`src/common/snd_pkg.sv`:
```
package snd_pkg;

    // audio sample widths
    typedef logic signed [15:0] sample_t;   // fm, opl, adpcm and mixed channels
    typedef logic        [9:0]  psg_t;      // raw psg level, unsigned
    typedef logic signed [10:0] psg_ac_t;   // psg after dc removal

    // 4.4 fixed point, 0x10 is unity
    typedef logic [7:0] gain_t;

    // sample rom byte address
    typedef logic [17:0] rom_addr_t;

    // one adpcm code, read as -8..+7
    typedef logic signed [3:0] nibble_t;

    // fixed channel gains
    localparam gain_t OPL_GAIN = 8'h10;
    localparam gain_t PCM_GAIN = 8'h10;
    localparam gain_t PSG_GAIN = 8'h10;

    // fx gain tables indexed by fxlevel
    localparam gain_t FX_GAIN_STD [0:3] = '{8'h18, 8'h20, 8'h28, 8'h30};
    localparam gain_t FX_GAIN_ALT [0:3] = '{8'h08, 8'h10, 8'h18, 8'h20};

    // adpcm phrase layout
    localparam int PHRASE_BYTES = 64;
    localparam int PHRASE_AW    = $clog2(PHRASE_BYTES);   // page offset bits

    // opl enables per adpcm tick
    localparam int ADPCM_DIV = 3;
    localparam int ADPCM_CW  = $clog2(ADPCM_DIV);

    // nibble weight in the decoder
    localparam int DELTA_SHIFT = 8;

    // fraction bits of the psg dc average
    localparam int DC_FRAC = 4;

endpackage

```
`src/adpcm/adpcm_ctrl.sv`:
```
`timescale 1ns/1ps

module adpcm_ctrl (
    input  logic               clk,
    input  logic               rst_n,
    input  logic               tick,
    // cpu side
    input  logic [7:0]         cpu_dout,
    input  logic               oki_wrn,     // active low, one cycle
    output logic [7:0]         oki_dout,
    // sample rom
    output snd_pkg::rom_addr_t adpcm_addr,
    output logic               adpcm_cs,
    input  logic [7:0]         adpcm_data,
    input  logic               adpcm_ok,
    // to the decoder
    output snd_pkg::nibble_t   nib,
    output logic               nib_valid,
    output logic               restart
);
    import snd_pkg::*;

    typedef enum logic [1:0] {
        IDLE,
        FETCH,
        HIGH_NIB,
        LOW_NIB
    } state_t;

    state_t               state;
    logic [7:0]           rom_byte;   // byte being played out
    logic [PHRASE_AW-1:0] left;       // bytes still to fetch after this one
    logic                 cpu_wr;
    logic                 busy;

    assign cpu_wr   = ~oki_wrn;
    assign busy     = state != IDLE;
    assign adpcm_cs = state == FETCH;   // held until the rom answers
    assign oki_dout = {7'd0, busy};

    always_ff @(posedge clk) begin
        if (!rst_n) begin
            state      <= IDLE;
            adpcm_addr <= '0;
            left       <= '0;
            nib_valid  <= 1'b0;
            restart    <= 1'b0;
        end else begin
            nib_valid <= 1'b0;
            restart   <= 1'b0;
            if (cpu_wr) begin
                // cpu commands win over playback
                if (cpu_dout[7]) begin
                    adpcm_addr <= rom_addr_t'(cpu_dout[6:0]) << PHRASE_AW;
                    left       <= PHRASE_AW'(PHRASE_BYTES - 1);
                    restart    <= 1'b1;
                    state      <= FETCH;
                end else begin
                    state <= IDLE;   // stop
                end
            end else begin
                case (state)
                    FETCH: begin
                        if (adpcm_ok) begin
                            state <= HIGH_NIB;
                        end
                    end
                    HIGH_NIB: begin
                        if (tick) begin
                            nib_valid <= 1'b1;
                            state     <= LOW_NIB;
                        end
                    end
                    LOW_NIB: begin
                        if (tick) begin
                            nib_valid <= 1'b1;
                            if (left == '0) begin
                                state <= IDLE;   // phrase done
                            end else begin
                                adpcm_addr <= adpcm_addr + 1'b1;
                                left       <= left - 1'b1;
                                state      <= FETCH;
                            end
                        end
                    end
                    default: begin
                        state <= IDLE;
                    end
                endcase
            end
        end
    end

    // data path, nib only matters while nib_valid is high
    always_ff @(posedge clk) begin
        if (adpcm_cs && adpcm_ok) begin
            rom_byte <= adpcm_data;
        end
        if (tick) begin
            nib <= (state == HIGH_NIB) ? rom_byte[7:4] : rom_byte[3:0];
        end
    end

endmodule

```
`src/adpcm/adpcm_decoder.sv`:
```
`timescale 1ns/1ps

module adpcm_decoder (
    input  logic             clk,
    input  logic             rst_n,
    input  snd_pkg::nibble_t nib,
    input  logic             nib_valid,
    input  logic             restart,
    output snd_pkg::sample_t adpcm_snd
);
    import snd_pkg::*;

    logic signed [16:0] delta;   // one guard bit over sample_t
    logic signed [16:0] sum;
    logic               sat;
    sample_t            sum_sat;

    // fixed step, the nibble is the delta itself
    assign delta = 17'(nib) <<< DELTA_SHIFT;
    assign sum   = 17'(adpcm_snd) + delta;

    // overflow when the guard bit disagrees with the sign
    assign sat = sum[16] ^ sum[15];

    always_comb begin
        if (sat) begin
            sum_sat = {sum[16], {15{~sum[16]}}};
        end else begin
            sum_sat = sum[15:0];
        end
    end

    always_ff @(posedge clk) begin
        if (!rst_n) begin
            adpcm_snd <= '0;
        end else if (restart) begin
            adpcm_snd <= '0;   // new phrase starts from silence
        end else if (nib_valid) begin
            adpcm_snd <= sum_sat;
        end
    end

endmodule

```
`src/verilog/adpcm_tick.sv`:
```
`timescale 1ns/1ps

module adpcm_tick (
    input  logic clk,
    input  logic rst_n,
    input  logic cen_opl,
    output logic tick
);
    import snd_pkg::*;

    logic [ADPCM_CW-1:0] cnt;   // opl enables seen in this tick period
    logic                wrap;

    assign wrap = cnt == ADPCM_CW'(ADPCM_DIV - 1);

    // pulse on the enable that wraps the count
    assign tick = cen_opl & wrap;

    always_ff @(posedge clk) begin
        if (!rst_n) begin
            cnt <= '0;
        end else if (cen_opl) begin
            if (wrap) begin
                cnt <= '0;
            end else begin
                cnt <= cnt + 1'b1;
            end
        end
    end

endmodule

```
`src/verilog/psg_dc_block.sv`:
```
`timescale 1ns/1ps

module psg_dc_block (
    input  logic              clk,
    input  logic              rst_n,
    input  logic              cen,
    input  snd_pkg::psg_t     psg,
    output snd_pkg::psg_ac_t  psg_ac
);
    import snd_pkg::*;

    logic        [$bits(psg_t)+DC_FRAC-1:0] avg;    // running average, DC_FRAC fraction bits
    logic signed [$bits(psg_t)+DC_FRAC:0]   diff;
    logic signed [$bits(psg_t)+DC_FRAC:0]   step;

    // distance from the scaled input to the average
    assign diff = $signed({1'b0, psg, {DC_FRAC{1'b0}}}) - $signed({1'b0, avg});

    // decay rate of 1/16 matches the fraction width
    assign step = diff >>> DC_FRAC;

    // integer part of the average comes off the live input
    assign psg_ac = $signed({1'b0, psg}) - $signed({1'b0, avg[$bits(avg)-1:DC_FRAC]});

    always_ff @(posedge clk) begin
        if (!rst_n) begin
            avg <= '0;
        end else if (cen) begin
            avg <= avg + step[$bits(avg)-1:0];   // stays between old avg and target
        end
    end

endmodule

```
`src/verilog/snd_board.sv`:
```
`timescale 1ns/1ps

module snd_board #(
    parameter int ALT_FX = 0
) (
    input  logic               clk,
    input  logic               rst_n,
    input  logic               cen_opl,
    input  logic               cen_opn,
    // cpu side
    input  logic [7:0]         cpu_dout,
    input  logic               oki_wrn,
    output logic [7:0]         oki_dout,
    // adpcm sample rom
    output snd_pkg::rom_addr_t adpcm_addr,
    output logic               adpcm_cs,
    input  logic [7:0]         adpcm_data,
    input  logic               adpcm_ok,
    // synth chip outputs
    input  snd_pkg::sample_t   opn_snd,
    input  snd_pkg::sample_t   opl_snd,
    input  snd_pkg::psg_t      psg_snd,
    // mixer controls
    input  logic [1:0]         fxlevel,
    input  logic               enable_fm,
    input  logic               enable_psg,
    // mixed sound
    output snd_pkg::sample_t   snd,
    output logic               sample,
    output logic               peak
);
    import snd_pkg::*;

    logic    tick;
    nibble_t nib;
    logic    nib_valid;
    logic    restart;
    sample_t adpcm_snd;
    psg_ac_t psg_ac;

    adpcm_tick i_adpcm_tick (
        .clk     (clk),
        .rst_n   (rst_n),
        .cen_opl (cen_opl),
        .tick    (tick)
    );

    adpcm_ctrl i_adpcm_ctrl (
        .clk        (clk),
        .rst_n      (rst_n),
        .tick       (tick),
        .cpu_dout   (cpu_dout),
        .oki_wrn    (oki_wrn),
        .oki_dout   (oki_dout),
        .adpcm_addr (adpcm_addr),
        .adpcm_cs   (adpcm_cs),
        .adpcm_data (adpcm_data),
        .adpcm_ok   (adpcm_ok),
        .nib        (nib),
        .nib_valid  (nib_valid),
        .restart    (restart)
    );

    adpcm_decoder i_adpcm_decoder (
        .clk       (clk),
        .rst_n     (rst_n),
        .nib       (nib),
        .nib_valid (nib_valid),
        .restart   (restart),
        .adpcm_snd (adpcm_snd)
    );

    // psg dc removal paced by the opn enable
    psg_dc_block i_psg_dc_block (
        .clk    (clk),
        .rst_n  (rst_n),
        .cen    (cen_opn),
        .psg    (psg_snd),
        .psg_ac (psg_ac)
    );

    snd_mixer #(
        .ALT_FX (ALT_FX)
    ) i_snd_mixer (
        .clk        (clk),
        .rst_n      (rst_n),
        .cen        (cen_opn),
        .opn_snd    (opn_snd),
        .opl_snd    (opl_snd),
        .adpcm_snd  (adpcm_snd),
        .psg_ac     (psg_ac),
        .fxlevel    (fxlevel),
        .enable_fm  (enable_fm),
        .enable_psg (enable_psg),
        .snd        (snd),
        .sample     (sample),
        .peak       (peak)
    );

endmodule

```
`src/verilog/snd_mixer.sv`:
```
`timescale 1ns/1ps

module snd_mixer #(
    parameter int ALT_FX = 0   // 1 picks the alternate fx table
) (
    input  logic             clk,
    input  logic             rst_n,
    input  logic             cen,
    // channels
    input  snd_pkg::sample_t opn_snd,
    input  snd_pkg::sample_t opl_snd,
    input  snd_pkg::sample_t adpcm_snd,
    input  snd_pkg::psg_ac_t psg_ac,
    // controls
    input  logic [1:0]       fxlevel,
    input  logic             enable_fm,
    input  logic             enable_psg,
    // mixed output
    output snd_pkg::sample_t snd,
    output logic             sample,
    output logic             peak
);
    import snd_pkg::*;

    gain_t              fx_gain;
    sample_t            opn_in;
    sample_t            psg_in;
    logic signed [19:0] sum;       // headroom for 3x fx gain plus the rest
    logic               sat;
    sample_t            sum_sat;

    // channel times 4.4 gain, back to integer scale
    function automatic logic signed [19:0] scale(input sample_t x, input gain_t g);
        logic signed [24:0] prod;
        prod = x * $signed({1'b0, g});
        return 20'(prod >>> 4);
    endfunction

    always_comb begin
        if (ALT_FX != 0) begin
            fx_gain = FX_GAIN_ALT[fxlevel];
        end else begin
            fx_gain = FX_GAIN_STD[fxlevel];
        end
    end

    // channel masks
    assign opn_in = enable_fm  ? opn_snd          : '0;
    assign psg_in = enable_psg ? sample_t'(psg_ac) : '0;

    assign sum = scale(opn_in, fx_gain)
               + scale(opl_snd, OPL_GAIN)
               + scale(adpcm_snd, PCM_GAIN)
               + scale(psg_in, PSG_GAIN);

    // out of range unless the top bits all match the sign
    assign sat = ~((&sum[19:15]) | ~(|sum[19:15]));

    always_comb begin
        if (sat) begin
            sum_sat = {sum[19], {15{~sum[19]}}};   // clip to the rail
        end else begin
            sum_sat = sum[15:0];
        end
    end

    always_ff @(posedge clk) begin
        if (!rst_n) begin
            snd    <= '0;
            peak   <= 1'b0;
            sample <= 1'b0;
        end else begin
            sample <= cen;
            if (cen) begin
                snd  <= sum_sat;
                peak <= sat;
            end
        end
    end

endmodule
```
`config.mk`:
```
export PLATFORM = sky130hd
export DESIGN_NAME = snd_board
export DESIGN_NICKNAME = d
export VERILOG_FILES = /design/src/common/snd_pkg.sv /design/src/adpcm/adpcm_ctrl.sv /design/src/adpcm/adpcm_decoder.sv /design/src/verilog/adpcm_tick.sv /design/src/verilog/psg_dc_block.sv /design/src/verilog/snd_board.sv /design/src/verilog/snd_mixer.sv
export SDC_FILE = /design/constraint.sdc
export NUM_CORES = 1
export LEC_CHECK = 0
export ABC_CLOCK_PERIOD_IN_PS = 20600
export BUFFER_PORTS_ARGS = -buffer_cell sky130_fd_sc_hd__clkbuf_2
export CAP_MARGIN = 20
export CORE_MARGIN = 1
export CORE_UTILIZATION = 43
export CTS_CLUSTER_DIAMETER = 40
export DETAILED_ROUTE_END_ITERATION = 10
export PLACE_DENSITY = 0.69
export SYNTH_ARGS = -nofsm -noshare
export SYNTH_HDL_FRONTEND = slang
export SYNTH_SLANG_ARGS = --single-unit
```
`constraint.sdc`:
```
create_clock -name clk -period 20.6 [get_ports clk]
set_input_delay 2.06 -clock clk [delete_from_list [all_inputs] [get_ports clk]]
set_output_delay 2.06 -clock clk [all_outputs]
set_load 0.005 [all_outputs]
```
==> results of run 1 <==
[synthesized netlist by cell type (6+ instances only)]
cell / n
nor3_1: 9
o22ai_2: 11
o21a_1: 12
fa_1: 59
nand3_1: 21
dfxtp_1: 71
mux2i_1: 11
buf_2: 6
o21ai_0: 51
edfxtp_1: 12
o21bai_1: 8
inv_1: 153
a31oi_1: 7
nor2_1: 62
nand2_1: 87
buf_4: 8
a21o_1: 17
xor2_1: 29
nor2b_1: 26
clkbuf_1: 19
ha_1: 111
a21oi_1: 59
o22ai_1: 9
nand4_1: 7
nand2b_1: 10
and2_1: 25
xnor2_1: 42
or3_1: 10
or2_2: 7
a21boi_0: 9
a211oi_1: 12
[kinds of logic (layout without fill, tap and decap cells)]
logic type | count (synthesis) | after routing | share of synthesized area, %
AND/OR/NAND/NOR | 282 | 282 | 15.35
AO/OA/AOI/OAI | 243 | 243 | 18.64
buffers and inverters | 195 | 276 | 8.957
adder cells (fa/ha/maj) | 170 | 170 | 28.48
flip-flops | 83 | 83 | 19.74
XOR/XNOR | 72 | 72 | 7.072
multiplexers | 15 | 15 | 1.719
other | 1 | 8 | 0.04156
[metal layers]
| layer | GRT usage, % | routed length [µm] | up-vias |
|---|---|---|---|
| met2 | 30.76 | 8863 | 142 |
| li1 | - | - | 3744 |
| met3 | 3.851 | 949 | 25 |
| met4 | 5.104 | 331 | 4 |
| met5 | 0 | 23 | - |
| met1 | 23.65 | 8920 | 3427 |
[power breakdown]
| group | internal [µW] | total, µW | switching [µW] |
|---|---|---|---|
| Sequential | 195 | 215 | 20.4 |
| Clock | 97.5 | 172 | 74.6 |
| Combinational | 324 | 734 | 411 |
| Total | 616 | 1120 | 506 |
[placed cells by master (no fill, tap or decap), drive strengths merged, types with 12 or more instances in the layout]
cell type,instances
inv,156
clkbuf,114
ha,111
nand2,87
dfxtp,71
nor2,62
a21oi,59
fa,59
o21ai,54
xnor2,43
xor2,29
nor2b,26
and2,25
nand3,21
o22ai,20
a21o,17
a211oi,14
o21a,12
edfxtp,12
[state kept, by name (all words and copies together), names as in the netlist]
register / count
i_adpcm_ctrl.restart: 1
i_adpcm_decoder.adpcm_snd: 9
i_adpcm_ctrl.nib: 4
i_snd_mixer.sample: 1
i_adpcm_ctrl.nib_valid: 1
i_adpcm_ctrl.rom_byte: 8
i_psg_dc_block.avg: 14
i_adpcm_ctrl.state: 2
i_snd_mixer.snd: 16
i_adpcm_tick.cnt: 2
i_adpcm_ctrl.adpcm_addr: 18
i_adpcm_ctrl.left: 6
i_snd_mixer.peak: 1
[how the worst min path moves through the flow]
stage,from,end,slack [ns],cells past startpoint
5_1_grt,i_psg_dc_block.avg[13],i_psg_dc_block.avg[13],0.53,2
2_1_floorplan,i_psg_dc_block.avg[13],i_psg_dc_block.avg[13],0.46,2
4_1_cts,i_psg_dc_block.avg[13],i_psg_dc_block.avg[13],0.50,2
3_3_place_gp,i_psg_dc_block.avg[13],i_psg_dc_block.avg[13],0.48,2
3_5_place_dp,i_adpcm_ctrl.adpcm_addr[17],i_adpcm_ctrl.adpcm_addr[17],0.49,2
6_report,i_psg_dc_block.avg[13],i_psg_dc_block.avg[13],0.50,2
[worst max-delay path: cells and delay by family]
kind / cells / cell delay [ns]
xor gates and xnor gates: 3 / 0.49
buffers and inverters: 6 / 0.32
adders and majority gates: 9 / 3.20
and+or+nand+nor: 6 / 1.99
AOI/OAI and AO/OA: 9 / 2.23
[final cells by class]
class / count / share of cell area [%]
Antenna cell: 1 / 0.02499
Clock buffer: 9 / 2.249
Clock inverter: 7 / 0.9496
Inverter: 153 / 5.735
Multi-Input combinational cell: 789 / 64.48
Sequential cell: 83 / 17.79
Tap cell: 270 / 3.374
Timing Repair Buffer: 107 / 5.398
[metrics by stage]
stage | cell area (µm²) | hold slack (ns)
floorplan | 9046 | 0.4635
global placement | 9691 | 0.4751
detailed placement | 9691 | 0.4914
CTS | 10010 | 0.5017
global route | 10010 | 0.5328
finish | 10010 | 0.5009
==> impl_metrics.toml, run 1 <==
[status]
status = "finished, final reports clean"

[sta]
tightest_slew_ns = 0.9629
rsz0062_at_grt = "no"
period_needed_ns = 10.01
hold_viol = 0
drv_slew = 0
finalSetupViolCount = 0
fmax_ghz = 0.09991
finalCritPeriodShare_pct = 48.59
finalClockSkew_ns = 0.01027
relSlewSlack_pct = 35.62
timing.final.ws_setup_ns = 10.59
fin_setup_tns_ns = 0

[route]
vias_per_cell = 5.174
drt_wl_total_um = 19090
vias = 7342
first_pass_iters = 4
wire_per_inst_um = 13.45
postRouteAntennaNets = 0
drt_iter0_markers = 254
drc = 0

[grt]
overflow = 0
grt_max_degree = 61
grt_pass1_vias = 7181
track_usage_pct = 18.30
antenna_found_initial = 3
grt_pass1_wl_um = 32510

[final_layout]
utilization_pct = 49.01
fillCellCount = 2027
multi_input_area_um2 = 6456
stdcell_count = 1419
drive_gt1_share_pct = 14.20
register_area_um2 = 1782
area_delta_synth_final_pct = 10.97
nets = 1381

[die]
fp.coreArea_um2 = 20430
die-area_um2 = 21570
die_x_um = 146.9
core.rowCount = 52
ios = 113
die_y_um = 146.9
initial_core_util_pct = 44.17

[cts]
numCtsBuffers = 9
ctsLongestPathBuffers = 2
clockRootBuffer = "clkbuf_16"
clkTransAtPathRegs_ns = 0.07
clock_sinks = 83
post_cts_buffers = 0
clock_latency_ns = 0.35
cts_tree = "built"
ctsResizeCount = 0
htreeDepth = 3
cts_hold_buf = 0

[synthesis]
ys_top_cells_by_area = "dfxtp_1, ha_1, fa_1"
post-synth-top-area-cell = "dfxtp_1"
synth-edff-count = 12
seq_area_frac_synth_pct = 19.74
yosysUniqueCellTypes = 76
synthFlopType = "dfxtp_1"
synth_top_area_share_pct = 15.75
syn_avg_cell_area_um2 = 8.505
ys_ff_latch = 83
synth_warnings = 0
netlist_area_um2 = 9024
async_flop_share_pct = 0
syn_inst = 1061

[critical_path]
worstSetupPathType = "input port to register"
end_kind = "register"
critPathRequiredTime_ns = 20.89
rr_endpoint = "i_snd_mixer.peak"
cp-startpoint = "fxlevel[0]"
critPathArrivalTime_ns = 10.30
critPathMaxStageDelay_ns = 0.76
rrSetupSlack_ns = 14.85
slowest_stage = "o21ba_1"
r2r-start = "i_psg_dc_block.avg[11]"
reg2regPathDepth = 17
critPathCapture = "i_snd_mixer.peak"
critPathMaxFanout = 16
start_kind = "input port"

[pwr]
ir_drop_uv = 62.85
p_leak_uw = 0.004902
p_total_uw = 1122
powerDensity_nw_per_um2 = 112.0

[place]
place_ws_ns = 10.29
gp_congestion = 0.8871
hpwl_um = 15820
dp.cells = 1402
portBuffers = 105

[flow_run]
drv_cap = 0

[min_path]
hold_class = "register to register"
Power figures use the tool's default switching activity.
==> inputs of run 2 (changes only) <==
--- a/config.mk
+++ b/config.mk
@@ -5,7 +5,7 @@
 export SDC_FILE = /design/constraint.sdc
 export NUM_CORES = 1
 export LEC_CHECK = 0
-export ABC_CLOCK_PERIOD_IN_PS = 20600
+export ABC_CLOCK_PERIOD_IN_PS = 9600
 export BUFFER_PORTS_ARGS = -buffer_cell sky130_fd_sc_hd__clkbuf_2
 export CAP_MARGIN = 20
 export CORE_MARGIN = 1
==> constraint.sdc (replaced) <==
create_clock -name clk -period 9.6 [get_ports clk]
set_input_delay 0.96 -clock clk [delete_from_list [all_inputs] [get_ports clk]]
set_output_delay 0.96 -clock clk [all_outputs]
set_load 0.005 [all_outputs]
==> run 2 against run 1 <==
Cell area about the same. Die area unchanged. Worst setup slack worse by 9.7 ns. Core utilization about the same. Total power up 110%. Sequential cell count unchanged. Critical endpoint is now i_snd_mixer.snd[3].
==> impl_metrics.toml, run 2 (synthesized netlist as in run 1, its figures left out) <==
[grt]
grt_pass1_wl_um = 33130
antenna_found_initial = 3
track_usage_pct = 18.55
grt_max_degree = 61
overflow = 0
grt_pass1_vias = 7216

[sta]
period_needed_ns = 8.698
timing.final.ws_setup_ns = 0.9019
finalCritPeriodShare_pct = 90.61
drv_slew = 0
finalSetupViolCount = 0
fin_setup_tns_ns = 0
fmax_ghz = 0.1150
tightest_slew_ns = 0.9740
rsz0062_at_grt = "no"
finalClockSkew_ns = 0.007807
relSlewSlack_pct = 34.87
hold_viol = 0

[cts]
cts_hold_buf = 0
clockRootBuffer = "clkbuf_16"
cts_tree = "built"
post_cts_buffers = 0
ctsLongestPathBuffers = 2
htreeDepth = 3
clock_sinks = 83
clkTransAtPathRegs_ns = 0.07
ctsResizeCount = 0
clock_latency_ns = 0.35
numCtsBuffers = 9

[critical_path]
critPathRequiredTime_ns = 9.81
critPathMaxFanout = 14
critPathBufInv = 7
critPathMaxStageDelay_ns = 0.68
cp_top_family = "adder cells"
critPathArrivalTime_ns = 8.91
worstSetupPathType = "input port to register"
end_kind = "register"
start_kind = "input port"
slowest_stage = "nor2b_1"

[route]
first_pass_iters = 5
vias = 7388
postRouteAntennaNets = 0
wire_per_inst_um = 13.64
drc = 0
vias_per_cell = 5.199
drt_wl_total_um = 19380
drt_iter0_markers = 287

[final_layout]
area_delta_synth_final_pct = 10.98
top_register = "i_adpcm_ctrl.adpcm_addr"
most-common-layout-cells = "inv_1, ha_1, clkbuf_2"
stdcell_count = 1421
largest_reg_flops = 18
reg_top3 = "i_adpcm_ctrl.adpcm_addr x18, i_snd_mixer.snd x16, i_psg_dc_block.avg x14"
final_common_cell = "inv_1"
drive_gt1_share_pct = 14.35
utilization_pct = 49.02
nets = 1383

[place]
dp.cells = 1404
place_ws_ns = 0.5916
gp_congestion = 0.8774
portBuffers = 105
hpwl_um = 15840

[die]
die_y_um = 146.9
die_x_um = 146.9
core.rowCount = 52
initial_core_util_pct = 44.17
ios = 113
die-area_um2 = 21570
fp.coreArea_um2 = 20430

[pwr]
ir_drop_uv = 145.4
powerDensity_nw_per_um2 = 240.3
comb_power_share_pct = 66.2
p_leak_uw = 0.004911
switching_share_pct = 45.74
p_int_uw = 1306
seqPwrFrac_pct = 19.1
p_clk_share_pct = 14.7
switching_power_uw = 1101

[flow_run]
drv_cap = 0

[min_path]
hold_class = "register to register"

[status]
status = "finished, final reports clean"
## run 2: tightest hold or removal path, delay by kind of cell, from the launching register on
kind            cells  cell delay, ns
compound gates      2            0.13
flops               1            0.32
## run 2: path summary, 6_finish.rpt
check	from	slack [ns]	depth (start not counted)	endpoint
setup reg to reg	i_psg_dc_block.avg[11]	3.88	18	i_snd_mixer.snd[3]
setup / recovery	fxlevel[0]	0.90	35	i_snd_mixer.snd[3]
hold / removal	i_adpcm_ctrl.adpcm_addr[17]	0.50	2	i_adpcm_ctrl.adpcm_addr[17]
hold reg to reg	i_adpcm_ctrl.adpcm_addr[17]	0.50	2	i_adpcm_ctrl.adpcm_addr[17]
## run 2: routing by layer
layer,GRT usage (%),wire length [µm],part of all wire [%]
met1,23.77,8888,46
met2,31.45,9035,47
met3,3.975,1042,5.4
met4,5.000,382,2.0
met5,0,31,0.16
## run 2: final cells by class
type / count / area, µm²
fill: 2003 / 10420
multi-input combinational: 789 / 6456
sequential: 83 / 1782
inverter: 153 / 574.3
timing repair buffer: 109 / 555.5
tap: 270 / 337.8
clock buffer: 9 / 225.2
clock inverter: 7 / 81.33
antenna: 1 / 2.502
## run 2: stage by stage
step	hold slack (ns)	area [µm²]	power, µW
floorplan	0.4635	9046	1770
global placement	0.4754	9706	2031
detailed placement	0.4844	9706	2053
CTS	0.4969	10010	2421
global route	0.5511	10010	2639
finish	0.4961	10010	2406
## run 2: power by group through the flow
stage          logic (µW)  registers (µW)  clock network [µW]
6_report             1590             461                 353
5_1_grt              1800             469                 373
4_1_cts              1600             462                 360
3_5_place_dp         1580             468                   0
3_3_place_gp         1560             470                   0
2_1_floorplan        1310             459                   0
